<file path="config.mk">
export PLATFORM = sky130hd
export DESIGN_NAME = id_stage_top
export DESIGN_NICKNAME = d
export VERILOG_FILES = /design/src/hdl/id_pkg.sv /design/src/hdl/id_dec_if.sv /design/src/hdl/id_decoder.sv /design/src/hdl/id_regfile.sv /design/src/hdl/id_ctrl_regs.sv /design/src/hdl/id_issue.sv /design/src/hdl/id_stage_top.sv
export VERILOG_INCLUDE_DIRS = /design/src /design/src/hdl
export SDC_FILE = /design/constraint.sdc
export NUM_CORES = 2
export LEC_CHECK = 0
export BUFFER_PORTS_ARGS = -buffer_cell sky130_fd_sc_hd__clkbuf_2
export CAP_MARGIN = 25
export CORE_ASPECT_RATIO = 0.8
export CORE_MARGIN = 5
export CORE_UTILIZATION = 57
export CTS_CLUSTER_DIAMETER = 40
export DETAILED_ROUTE_END_ITERATION = 8
export HOLD_SLACK_MARGIN = 0.15
export PLACE_DENSITY = 0.77
export SLEW_MARGIN = 20
export SYNTH_ARGS = -nofsm -noshare
export SYNTH_HDL_FRONTEND = slang
export SYNTH_SLANG_ARGS = --single-unit
</file>
<file path="constraint.sdc">
create_clock -name clk -period 3.7 [get_ports clk]
set_input_delay 0.74 -clock clk [delete_from_list [all_inputs] [get_ports clk]]
set_output_delay 0.74 -clock clk [all_outputs]
set_load 0.03 [all_outputs]
</file>
<file path="src/hdl/id_cfg.svh">
//////////////////////////////
// Sizing and address map of the RV32 decode stage
// The decoder and the LFSR assume a data width of 32
// Credit depth must fit the 3 bit credit counter
//////////////////////////////

`ifndef ID_CFG_SVH
`define ID_CFG_SVH

// Data and instruction width
`define ID_XLEN 32

// Architectural register count including x0
`define ID_NREGS 32

// Entries in the execute buffer and credits granted after reset
`define ID_CREDITS 4

// Control register port address width and register map
`define ID_CFG_AW 2
`define ID_CFG_CTRL 0
`define ID_CFG_PERIOD 1

// Start value of the dummy operand LFSR which must never be zero
`define ID_LFSR_SEED 32'h1D87_2B41

`endif

</file>
<file path="src/hdl/id_pkg.sv">
//////////////////////////////
// Types shared by the decode stage RTL and its testbench
// Unit bit positions are fixed by the UNIT_* constants
//////////////////////////////

`default_nettype none

`include "id_cfg.svh"

package id_pkg;

  // Data words and register indices
  typedef logic [`ID_XLEN-1:0] word_t;
  typedef logic [$clog2(`ID_NREGS)-1:0] reg_addr_t;

  // One enable per functional unit
  typedef logic [4:0] unit_vec_t;

  localparam unit_vec_t UNIT_ALU = 5'b00001;
  localparam unit_vec_t UNIT_MUL = 5'b00010;
  localparam unit_vec_t UNIT_LSU = 5'b00100;
  localparam unit_vec_t UNIT_CSR = 5'b01000;
  localparam unit_vec_t UNIT_SYS = 5'b10000;

  // Credit counter and dummy period
  typedef logic [2:0] credit_t;
  typedef logic [7:0] period_t;

  // Operation handed to execute
  typedef enum logic [3:0] {
    OP_ADD,
    OP_SUB,
    OP_AND,
    OP_OR,
    OP_XOR,
    OP_MUL,
    OP_LOAD,
    OP_STORE,
    OP_CSRRW,
    OP_ECALL,
    OP_EBREAK,
    OP_MRET,
    OP_WFI,
    OP_NONE
  } op_e;

  // Source of operand b
  typedef enum logic [1:0] {
    OPB_REG,
    OPB_IMM,
    OPB_NONE
  } opb_sel_e;

endpackage

`default_nettype wire

</file>
<file path="src/hdl/id_dec_if.sv">
//////////////////////////////
// Decoded instruction from decoder to issue block
// Purely combinational and follows the held instruction
//////////////////////////////

`timescale 1ns/1ns
`default_nettype none

interface id_dec_if;

  id_pkg::unit_vec_t units;
  id_pkg::op_e       op;
  id_pkg::opb_sel_e  opb_sel;
  id_pkg::reg_addr_t rs1;
  id_pkg::reg_addr_t rs2;
  logic              rs1_re;
  logic              rs2_re;
  id_pkg::reg_addr_t rd;
  logic              rf_we;
  id_pkg::word_t     imm;
  logic              illegal;

  // Decoder side
  modport dec (
    output units, op, opb_sel, rs1, rs2, rs1_re, rs2_re, rd, rf_we, imm, illegal
  );

  // Issue side
  modport iss (
    input units, op, opb_sel, rs1, rs2, rs1_re, rs2_re, rd, rf_we, imm, illegal
  );

endinterface

`default_nettype wire

</file>
<file path="src/hdl/id_decoder.sv">
//////////////////////////////
// RV32 subset decoder for OP, ADDI, LOAD, STORE, CSRRW and SYSTEM
// Anything else is flagged illegal with no unit and no write
//////////////////////////////

`timescale 1ns/1ns
`default_nettype none

`include "id_cfg.svh"

module id_decoder (
  input  id_pkg::word_t instr_i,
  id_dec_if.dec         dec
);

  logic [6:0]    opcode;
  logic [2:0]    funct3;
  logic [6:0]    funct7;
  id_pkg::word_t imm_i_type;
  id_pkg::word_t imm_s_type;

  assign opcode = instr_i[6:0];
  assign funct3 = instr_i[14:12];
  assign funct7 = instr_i[31:25];

  // Sign extended immediates for I and S formats
  assign imm_i_type = {{(`ID_XLEN-12){instr_i[31]}}, instr_i[31:20]};
  assign imm_s_type = {{(`ID_XLEN-12){instr_i[31]}}, instr_i[31:25], instr_i[11:7]};

  // Register fields sit at fixed positions in every format
  assign dec.rs1 = instr_i[19:15];
  assign dec.rs2 = instr_i[24:20];
  assign dec.rd  = instr_i[11:7];

  always_comb begin
    dec.units   = '0;
    dec.op      = id_pkg::OP_NONE;
    dec.opb_sel = id_pkg::OPB_NONE;
    dec.rs1_re  = 1'b0;
    dec.rs2_re  = 1'b0;
    dec.rf_we   = 1'b0;
    dec.imm     = '0;
    dec.illegal = 1'b0;

    case (opcode)
      // Register to register ALU and MUL
      7'b0110011: begin
        dec.units   = id_pkg::UNIT_ALU;
        dec.opb_sel = id_pkg::OPB_REG;
        dec.rs1_re  = 1'b1;
        dec.rs2_re  = 1'b1;
        dec.rf_we   = 1'b1;
        case ({funct7, funct3})
          {7'h00, 3'b000}: dec.op = id_pkg::OP_ADD;
          {7'h20, 3'b000}: dec.op = id_pkg::OP_SUB;
          {7'h00, 3'b111}: dec.op = id_pkg::OP_AND;
          {7'h00, 3'b110}: dec.op = id_pkg::OP_OR;
          {7'h00, 3'b100}: dec.op = id_pkg::OP_XOR;
          {7'h01, 3'b000}: begin
            dec.op    = id_pkg::OP_MUL;
            dec.units = id_pkg::UNIT_MUL;
          end
          default: dec.illegal = 1'b1;
        endcase
      end
      // Only ADDI from the OP-IMM group
      7'b0010011: begin
        dec.units   = id_pkg::UNIT_ALU;
        dec.op      = id_pkg::OP_ADD;
        dec.opb_sel = id_pkg::OPB_IMM;
        dec.rs1_re  = 1'b1;
        dec.rf_we   = 1'b1;
        dec.imm     = imm_i_type;
        dec.illegal = (funct3 != 3'b000);
      end
      // Loads of byte, half and word, signed or not
      7'b0000011: begin
        dec.units   = id_pkg::UNIT_LSU;
        dec.op      = id_pkg::OP_LOAD;
        dec.opb_sel = id_pkg::OPB_IMM;
        dec.rs1_re  = 1'b1;
        dec.rf_we   = 1'b1;
        dec.imm     = imm_i_type;
        dec.illegal = (funct3 == 3'b011) || funct3[2] && funct3[1];
      end
      // Stores carry the offset as operand b and still read rs2
      7'b0100011: begin
        dec.units   = id_pkg::UNIT_LSU;
        dec.op      = id_pkg::OP_STORE;
        dec.opb_sel = id_pkg::OPB_IMM;
        dec.rs1_re  = 1'b1;
        dec.rs2_re  = 1'b1;
        dec.imm     = imm_s_type;
        dec.illegal = (funct3[2] || funct3 == 3'b011);
      end
      7'b1110011: begin
        if (funct3 == 3'b001) begin
          // CSRRW passes the CSR address as the immediate
          dec.units   = id_pkg::UNIT_CSR;
          dec.op      = id_pkg::OP_CSRRW;
          dec.opb_sel = id_pkg::OPB_IMM;
          dec.rs1_re  = 1'b1;
          dec.rf_we   = 1'b1;
          dec.imm     = imm_i_type;
        end else begin
          // SYSTEM encodings are matched on the whole word
          dec.units = id_pkg::UNIT_SYS;
          case (instr_i)
            32'h0000_0073: dec.op = id_pkg::OP_ECALL;
            32'h0010_0073: dec.op = id_pkg::OP_EBREAK;
            32'h3020_0073: dec.op = id_pkg::OP_MRET;
            32'h1050_0073: dec.op = id_pkg::OP_WFI;
            default:       dec.illegal = 1'b1;
          endcase
        end
      end
      default: dec.illegal = 1'b1;
    endcase

    // An illegal encoding must not reach any unit or the register file
    if (dec.illegal) begin
      dec.units   = '0;
      dec.op      = id_pkg::OP_NONE;
      dec.opb_sel = id_pkg::OPB_NONE;
      dec.rs1_re  = 1'b0;
      dec.rs2_re  = 1'b0;
      dec.rf_we   = 1'b0;
      dec.imm     = '0;
    end
  end

endmodule

`default_nettype wire

</file>
<file path="src/hdl/id_regfile.sv">
//////////////////////////////
// Two read ports and one write port
// x0 reads zero and ignores writes
// A write in the same cycle is bypassed to the readers
//////////////////////////////

`timescale 1ns/1ns
`default_nettype none

`include "id_cfg.svh"

module id_regfile (
  input  logic              clk,
  input  logic              rst_i,
  input  id_pkg::reg_addr_t raddr_a_i,
  input  id_pkg::reg_addr_t raddr_b_i,
  output id_pkg::word_t     rdata_a_o,
  output id_pkg::word_t     rdata_b_o,
  input  logic              we_i,
  input  id_pkg::reg_addr_t waddr_i,
  input  id_pkg::word_t     wdata_i
);

  // No storage exists for x0
  id_pkg::word_t regs_q [1:`ID_NREGS-1];

  // Bypassed read of one port
  function automatic id_pkg::word_t read_port(input id_pkg::reg_addr_t addr);
    if (addr == '0) begin
      return '0;
    end else if (we_i && (waddr_i == addr)) begin
      return wdata_i;
    end
    return regs_q[addr];
  endfunction

  always_comb begin
    rdata_a_o = read_port(raddr_a_i);
    rdata_b_o = read_port(raddr_b_i);
  end

  always_ff @(posedge clk) begin
    if (rst_i) begin
      for (int i = 1; i < `ID_NREGS; i++) begin
        regs_q[i] <= '0;
      end
    end else if (we_i && (waddr_i != '0)) begin
      regs_q[waddr_i] <= wdata_i;
    end
  end

endmodule

`default_nettype wire

</file>
<file path="src/hdl/id_ctrl_regs.sv">
//////////////////////////////
// Halt, dummy enable and dummy period
// Writes to unmapped addresses are dropped
//////////////////////////////

`timescale 1ns/1ns
`default_nettype none

`include "id_cfg.svh"

module id_ctrl_regs (
  input  logic                  clk,
  input  logic                  rst_i,
  input  logic                  cfg_we_i,
  input  logic [`ID_CFG_AW-1:0] cfg_addr_i,
  input  id_pkg::word_t         cfg_wdata_i,
  output logic                  halt_o,
  output logic                  dummy_en_o,
  output id_pkg::period_t       period_o
);

  logic ctrl_sel;
  logic period_sel;

  // Address decode of the two mapped registers
  assign ctrl_sel   = cfg_we_i && (cfg_addr_i == `ID_CFG_AW'(`ID_CFG_CTRL));
  assign period_sel = cfg_we_i && (cfg_addr_i == `ID_CFG_AW'(`ID_CFG_PERIOD));

  //////////////////////////////
  // CTRL register
  //////////////////////////////

  // Bit 0 freezes the stage and bit 1 enables dummy insertion
  always_ff @(posedge clk) begin
    if (rst_i) begin
      halt_o     <= 1'b0;
      dummy_en_o <= 1'b0;
    end else if (ctrl_sel) begin
      halt_o     <= cfg_wdata_i[0];
      dummy_en_o <= cfg_wdata_i[1];
    end
  end

  //////////////////////////////
  // PERIOD register
  //////////////////////////////

  // Zero is kept as written and treated as one by the issue block
  always_ff @(posedge clk) begin
    if (rst_i) begin
      period_o <= id_pkg::period_t'(1);
    end else if (period_sel) begin
      period_o <= cfg_wdata_i[$bits(id_pkg::period_t)-1:0];
    end
  end

endmodule

`default_nettype wire

</file>
<file path="src/hdl/id_issue.sv">
//////////////////////////////
// One entry holding register, credit counter and ID/EX register
// Dummies are only inserted ahead of a waiting real instruction
// Execute must never return more credits than it received
//////////////////////////////

`timescale 1ns/1ns
`default_nettype none

`include "id_cfg.svh"

module id_issue (
  input  logic              clk,
  input  logic              rst_i,
  input  logic              instr_valid_i,
  input  id_pkg::word_t     instr_i,
  output logic              id_ready_o,
  input  logic              kill_i,
  input  logic              halt_i,
  input  logic              dummy_en_i,
  input  id_pkg::period_t   period_i,
  output id_pkg::word_t     held_instr_o,
  id_dec_if.iss             dec,
  output id_pkg::reg_addr_t raddr_a_o,
  output id_pkg::reg_addr_t raddr_b_o,
  input  id_pkg::word_t     rdata_a_i,
  input  id_pkg::word_t     rdata_b_i,
  input  logic              ex_credit_i,
  output logic              ex_valid_o,
  output logic              ex_dummy_o,
  output id_pkg::unit_vec_t ex_units_o,
  output id_pkg::op_e       ex_op_o,
  output id_pkg::word_t     ex_operand_a_o,
  output id_pkg::word_t     ex_operand_b_o,
  output id_pkg::reg_addr_t ex_rd_o,
  output logic              ex_rf_we_o,
  output logic              ex_illegal_o
);

  // Galois taps for x^32 + x^22 + x^2 + x + 1
  localparam id_pkg::word_t LFSR_TAPS = 32'h8020_0003;

  logic            hold_valid_q;
  id_pkg::word_t   hold_instr_q;
  id_pkg::credit_t credit_q;
  id_pkg::period_t real_cnt_q;
  id_pkg::period_t period_eff;
  id_pkg::word_t   lfsr_q;
  id_pkg::word_t   lfsr_nxt;
  id_pkg::word_t   opa_real;
  id_pkg::word_t   opb_real;
  logic            accept;
  logic            slot;
  logic            dummy_due;
  logic            issue_real;
  logic            issue_dummy;

  //////////////////////////////
  // Issue decision
  //////////////////////////////

  assign period_eff = (period_i == '0) ? id_pkg::period_t'(1) : period_i;
  assign dummy_due  = dummy_en_i && (real_cnt_q >= period_eff);

  // An issue slot needs a held instruction, a credit and no halt or kill
  assign slot        = hold_valid_q && (credit_q != '0) && !halt_i && !kill_i;
  assign issue_dummy = slot && dummy_due;
  assign issue_real  = slot && !dummy_due;

  // Kill always lets fetch proceed so the flushed slot can refill
  assign id_ready_o = kill_i || (!halt_i && (!hold_valid_q || issue_real));
  assign accept     = instr_valid_i && id_ready_o;

  // Register addresses of the held instruction go to the register file
  assign held_instr_o = hold_instr_q;
  assign raddr_a_o    = dec.rs1;
  assign raddr_b_o    = dec.rs2;

  // Operands of a real instruction with unread sources forced to zero
  assign opa_real = dec.rs1_re ? rdata_a_i : '0;
  always_comb begin
    case (dec.opb_sel)
      id_pkg::OPB_REG: opb_real = dec.rs2_re ? rdata_b_i : '0;
      id_pkg::OPB_IMM: opb_real = dec.imm;
      default:         opb_real = '0;
    endcase
  end

  assign lfsr_nxt = {1'b0, lfsr_q[`ID_XLEN-1:1]} ^ ({`ID_XLEN{lfsr_q[0]}} & LFSR_TAPS);

  //////////////////////////////
  // Control state
  //////////////////////////////

  always_ff @(posedge clk) begin
    if (rst_i) begin
      hold_valid_q <= 1'b0;
      credit_q     <= id_pkg::credit_t'(`ID_CREDITS);
      real_cnt_q   <= '0;
      lfsr_q       <= `ID_LFSR_SEED;
      ex_valid_o   <= 1'b0;
      ex_dummy_o   <= 1'b0;
      ex_units_o   <= '0;
      ex_rf_we_o   <= 1'b0;
      ex_illegal_o <= 1'b0;
    end else begin
      // A new instruction wins over the flush of the previous one
      if (accept) begin
        hold_valid_q <= 1'b1;
      end else if (kill_i || issue_real) begin
        hold_valid_q <= 1'b0;
      end

      credit_q <= credit_q - id_pkg::credit_t'(slot) + id_pkg::credit_t'(ex_credit_i);

      // Real issues since the last dummy saturate at the period
      if (!dummy_en_i || issue_dummy) begin
        real_cnt_q <= '0;
      end else if (issue_real && (real_cnt_q < period_eff)) begin
        real_cnt_q <= real_cnt_q + 1'b1;
      end

      if (issue_dummy) begin
        lfsr_q <= lfsr_nxt;
      end

      ex_valid_o <= slot;
      ex_dummy_o <= issue_dummy;
      if (issue_real) begin
        ex_units_o   <= dec.units;
        ex_rf_we_o   <= dec.rf_we;
        ex_illegal_o <= dec.illegal;
      end else if (issue_dummy) begin
        ex_units_o   <= id_pkg::UNIT_ALU;
        ex_rf_we_o   <= 1'b0;
        ex_illegal_o <= 1'b0;
      end
    end
  end

  //////////////////////////////
  // Payload
  //////////////////////////////

  always_ff @(posedge clk) begin
    if (accept) begin
      hold_instr_q <= instr_i;
    end
    if (issue_real) begin
      ex_op_o        <= dec.op;
      ex_operand_a_o <= opa_real;
      ex_operand_b_o <= opb_real;
      ex_rd_o        <= dec.rd;
    end else if (issue_dummy) begin
      // Dummy is an ADD of two LFSR words into x0
      ex_op_o        <= id_pkg::OP_ADD;
      ex_operand_a_o <= lfsr_q;
      ex_operand_b_o <= lfsr_nxt;
      ex_rd_o        <= '0;
    end
  end

endmodule

`default_nettype wire

</file>
<file path="src/hdl/id_stage_top.sv">
//////////////////////////////
// Decode stage top with plain ports
// No forwarding beyond the same cycle register write
//////////////////////////////

`timescale 1ns/1ns
`default_nettype none

`include "id_cfg.svh"

module id_stage_top (
  input  logic                  clk,
  input  logic                  rst_i,
  input  logic                  instr_valid_i,
  input  id_pkg::word_t         instr_i,
  output logic                  id_ready_o,
  input  logic                  kill_i,
  input  logic                  cfg_we_i,
  input  logic [`ID_CFG_AW-1:0] cfg_addr_i,
  input  id_pkg::word_t         cfg_wdata_i,
  input  logic                  wb_we_i,
  input  id_pkg::reg_addr_t     wb_addr_i,
  input  id_pkg::word_t         wb_data_i,
  input  logic                  ex_credit_i,
  output logic                  ex_valid_o,
  output logic                  ex_dummy_o,
  output id_pkg::unit_vec_t     ex_units_o,
  output id_pkg::op_e           ex_op_o,
  output id_pkg::word_t         ex_operand_a_o,
  output id_pkg::word_t         ex_operand_b_o,
  output id_pkg::reg_addr_t     ex_rd_o,
  output logic                  ex_rf_we_o,
  output logic                  ex_illegal_o
);

  logic              halt;
  logic              dummy_en;
  id_pkg::period_t   period;
  id_pkg::word_t     held_instr;
  id_pkg::reg_addr_t raddr_a;
  id_pkg::reg_addr_t raddr_b;
  id_pkg::word_t     rdata_a;
  id_pkg::word_t     rdata_b;

  // Decoded fields of the held instruction
  id_dec_if dec_if ();

  id_ctrl_regs u_ctrl_regs (
    .clk         (clk),
    .rst_i       (rst_i),
    .cfg_we_i    (cfg_we_i),
    .cfg_addr_i  (cfg_addr_i),
    .cfg_wdata_i (cfg_wdata_i),
    .halt_o      (halt),
    .dummy_en_o  (dummy_en),
    .period_o    (period)
  );

  id_regfile u_regfile (
    .clk       (clk),
    .rst_i     (rst_i),
    .raddr_a_i (raddr_a),
    .raddr_b_i (raddr_b),
    .rdata_a_o (rdata_a),
    .rdata_b_o (rdata_b),
    .we_i      (wb_we_i),
    .waddr_i   (wb_addr_i),
    .wdata_i   (wb_data_i)
  );

  id_decoder u_decoder (
    .instr_i (held_instr),
    .dec     (dec_if.dec)
  );

  id_issue u_issue (
    .clk            (clk),
    .rst_i          (rst_i),
    .instr_valid_i  (instr_valid_i),
    .instr_i        (instr_i),
    .id_ready_o     (id_ready_o),
    .kill_i         (kill_i),
    .halt_i         (halt),
    .dummy_en_i     (dummy_en),
    .period_i       (period),
    .held_instr_o   (held_instr),
    .dec            (dec_if.iss),
    .raddr_a_o      (raddr_a),
    .raddr_b_o      (raddr_b),
    .rdata_a_i      (rdata_a),
    .rdata_b_i      (rdata_b),
    .ex_credit_i    (ex_credit_i),
    .ex_valid_o     (ex_valid_o),
    .ex_dummy_o     (ex_dummy_o),
    .ex_units_o     (ex_units_o),
    .ex_op_o        (ex_op_o),
    .ex_operand_a_o (ex_operand_a_o),
    .ex_operand_b_o (ex_operand_b_o),
    .ex_rd_o        (ex_rd_o),
    .ex_rf_we_o     (ex_rf_we_o),
    .ex_illegal_o   (ex_illegal_o)
  );

endmodule

`default_nettype wire

</file>
==> run metrics <==
combined area of the multi-input logic cells=between 20,000 and 30,000 sq um; RSZ-0062 raised after global routing=false; Hold Crit Class=input port to flip-flop; number of distinct library cells after synthesis=76; clk_skew=20.1 ps; count of final setup violators=0; fin. max-slew vios=0; Post-Syn Area per Cell=14.1 sq um; H-tree level count=4; Hold WS=190 ps; die width=379 um; CP Buf/Inv Count=2; max_cap viols=0; vias in the first global route=42,129; Sw Pwr=9690 uW; grt ovf=0; initial antenna violation count=15; # clock sinks=1,202; Rel. slew slack=0.270; post-DP HPWL=about 130,000 um; crit-path max cell delay=~450 ps; met3 Track Usage GR=0.166; critical-path maximum fanout=3; critical path type=flip-flop to output port; crit-path cells=inv_1, ha_1, a211oi_1, o211ai_1, o211ai_2, nand2_2, a21oi_2, or2_2, clkbuf_8; I/O Buffers=168; GRT busiest layer=met2; Post-DRT Antenna Nets=0; Setup crit end kind=output port; pin count of the biggest net entering global routing=70; PwrDens=about 520 nW/um^2; register area share after synthesis=0.569; vias per std cell=6.96; met2 Use GR=0.493; fillers=7,325; post-DR wirelength/cell=32.6 um; Post-synth ARST share=0; Synth Instances=4,407; final net count=4,690; commonest non-fill, non-tap cell in the layout=edfxtp_1; power share of the combinational group=0.148; clk_lat worst skew=770 ps; grt met1 use=0.461; Seq pwr share=0.436; Worst EP arrival=~2900 ps; Worst path slowest cell=a211oi_1; GPL Wtd Cong=0.955; Int Power=27,300 uW; initial drt markers=between 6,000 and 7,000; layout cells sized above 1=0.256; Post-synth EDFFs=1,129; Die Ht=305 um; initial core utilization=0.573; Clock Path Buffers=3; clock power share=0.417; Startpoint Class=flip-flop; status=finished, final reports clean; Site Rows=108; Synth warnings=0; via count=42,600; leakage=around 0.025 uW; Pre-Repair DR Iteration Count=6; Hold Violations, Final=0; setup TNS=0 ps; total CTS buffers=153; crit share post-route=0.978; Peak Freq=0.276 GHz; total power=37,000 uW; Tmin final=3620 ps; Mapped Area=62,100 sq um; Clk Tree Root Cell=clkbuf_16; first-pass GRT wire length=about 290,000 um; Seq. cell area=35,400 sq um; Max IR drop VDD=0.415 mV; wirelength, routed=200,000 um; core area=108,000 sq um; IO Count=between 150 and 200; total die area=116,000 sq um; Clock Pin Slew Worst Setup and Hold Paths=50 ps; CTS tree=yes; sw frac=0.262; DRC violations left=0; synth-to-layout area growth=14.4%; #FFs+latches synth=~1,200; Top FF cell, synth=edfxtp_1; Global Route Usage Sum=0.343; most frequent cells in the layout=edfxtp_1 (1,129), and2_1 (993), mux4_2 (419); CP delay by family, top=compound AO/OA/AOI/OAI gates; worst-margin pin slew=approximately 1100 ps; Req. time, crit path=2960 ps
[Yosys cell counts, drive strengths merged, types with 11 or more instances]
cell type | instances | area, sq um
a221oi | 31 | 272
nor2 | 124 | 465
nand3b | 33 | 248
nand3 | 23 | 115
o22ai | 44 | 275
nor4 | 20 | 131
edfxtp | 1129 | 33900
a22o | 21 | 184
and3 | 11 | 68.8
a21o | 17 | 128
and2 | 994 | 6220
or2 | 35 | 219
nor3 | 43 | 230
mux4 | 419 | 9440
xnor2 | 16 | 140
or4 | 17 | 128
a21oi | 26 | 130
nor3b | 18 | 135
clkbuf | 323 | 1210
nand2 | 204 | 766
o21ai | 66 | 330
nand4 | 16 | 115
ha | 11 | 138
mux2i | 191 | 1910
inv | 25 | 93.8
dfxtp | 73 | 1460
a22oi | 201 | 1510
a32oi | 22 | 193
mux2 | 39 | 439
buf | 114 | 642
[path summary, 6_finish.rpt]
| path | slack, ps | to | depth (start not counted) | start |
|---|---|---|---|---|
| setup / recovery | 80 | id_ready_o | 9 | u_ctrl_regs.period_o[5] |
| hold / removal | 190 | u_issue.held_instr_o[7] | 1 | instr_i[7] |
| setup reg to reg | 390 | flip-flop | 12 | u_ctrl_regs.period_o[5] |
| hold reg to reg | 470 | u_issue.lfsr_q[7] | 2 | u_issue.lfsr_q[8] |
[logic make-up (layout without fill, tap and decap cells)]
group,after synthesis,after routing,synth area share
buf+inv,463,712,0.0314
simple gates,1581,1581,0.148
xor+xnor,24,24,0.00338
other cells,1,40,0.0000604
flops,1202,1202,0.569
fa+ha+maj,13,13,0.00272
mux,649,649,0.190
compound gates,474,474,0.0555
[what timing repair did]
item	in CTS	in global routing
hold buffers	19	0
pin swaps	4	6
gates cloned	0	0
resized for setup	7	3
hold endpoints to repair	19	0
endpoints found under the setup margin	1	1
setup buffers	3	3
[final cells by class]
class / instances / area share
Inverter: 26 / 0.00139
Clock buffer: 172 / 0.0567
Multi-Input combinational cell: 2773 / 0.354
Timing Repair Buffer: 412 / 0.0479
Antenna cell: 8 / 0.000282
Clock inverter: 102 / 0.0169
Tap cell: 1430 / 0.0252
Sequential cell: 1202 / 0.498
[routing by layer]
layer  wire (um)  vias to the layer above
met5         117                        -
met4        7170                       18
met3       36600                      603
met2       86900                     3735
met1       69200                    21088
li1            -                    17156
[worst reg2reg max path, stage by stage (launching register included)]
cell      delay (ps)
dfxtp_1          400
inv_1             60
ha_1             290
a211oi_1         450
o211ai_1         240
o211ai_2         190
nand2_2          130
buf_4            150
buf_4            150
buf_4            230
a21oi_4          180
buf_4            340
mux2_2           390
[state kept, by name, indices dropped and copies added, names as in the netlist, 3 cells and up, named ones only]
| register | count |
|---|---|
| u_issue.held_instr_o | 32 |
| u_ctrl_regs.period_o | 8 |
| u_regfile.regs_q | 1024 |
| u_issue.ex_operand_a_o | 32 |
| u_issue.ex_op_o | 4 |
| u_issue.lfsr_q | 32 |
| u_issue.ex_operand_b_o | 32 |
| u_issue.ex_rd_o | 5 |
| u_issue.ex_units_o | 5 |
| u_issue.credit_q | 3 |
| u_issue.real_cnt_q | 8 |
[power groups by stage]
stage / combinational [uW] / sequential, uW / clock [uW]
after floorplan: 3150 / 16200 / 0
after global placement: 5110 / 16300 / 0
after detailed placement: 5160 / 16300 / 0
after CTS: 5220 / 16100 / 15400
after global routing: 5610 / 16200 / 16100
final: 5450 / 16100 / 15400
[through the flow]
stage | cells | area, sq um | utilization | setup WS [ps]
2_1_floorplan | 4438 | 62200 | - | 317
3_3_place_gp | 5818 | 65500 | 0.605 | 467
3_5_place_dp | 5818 | 65500 | 0.605 | 379
4_1_cts | 6114 | 71000 | 0.655 | 27.8
5_1_grt | 6122 | 71000 | 0.655 | 0.0788
6_report | 6125 | 71000 | 0.656 | 82.6
No activity file was read; power rests on OpenSTA's default activity.
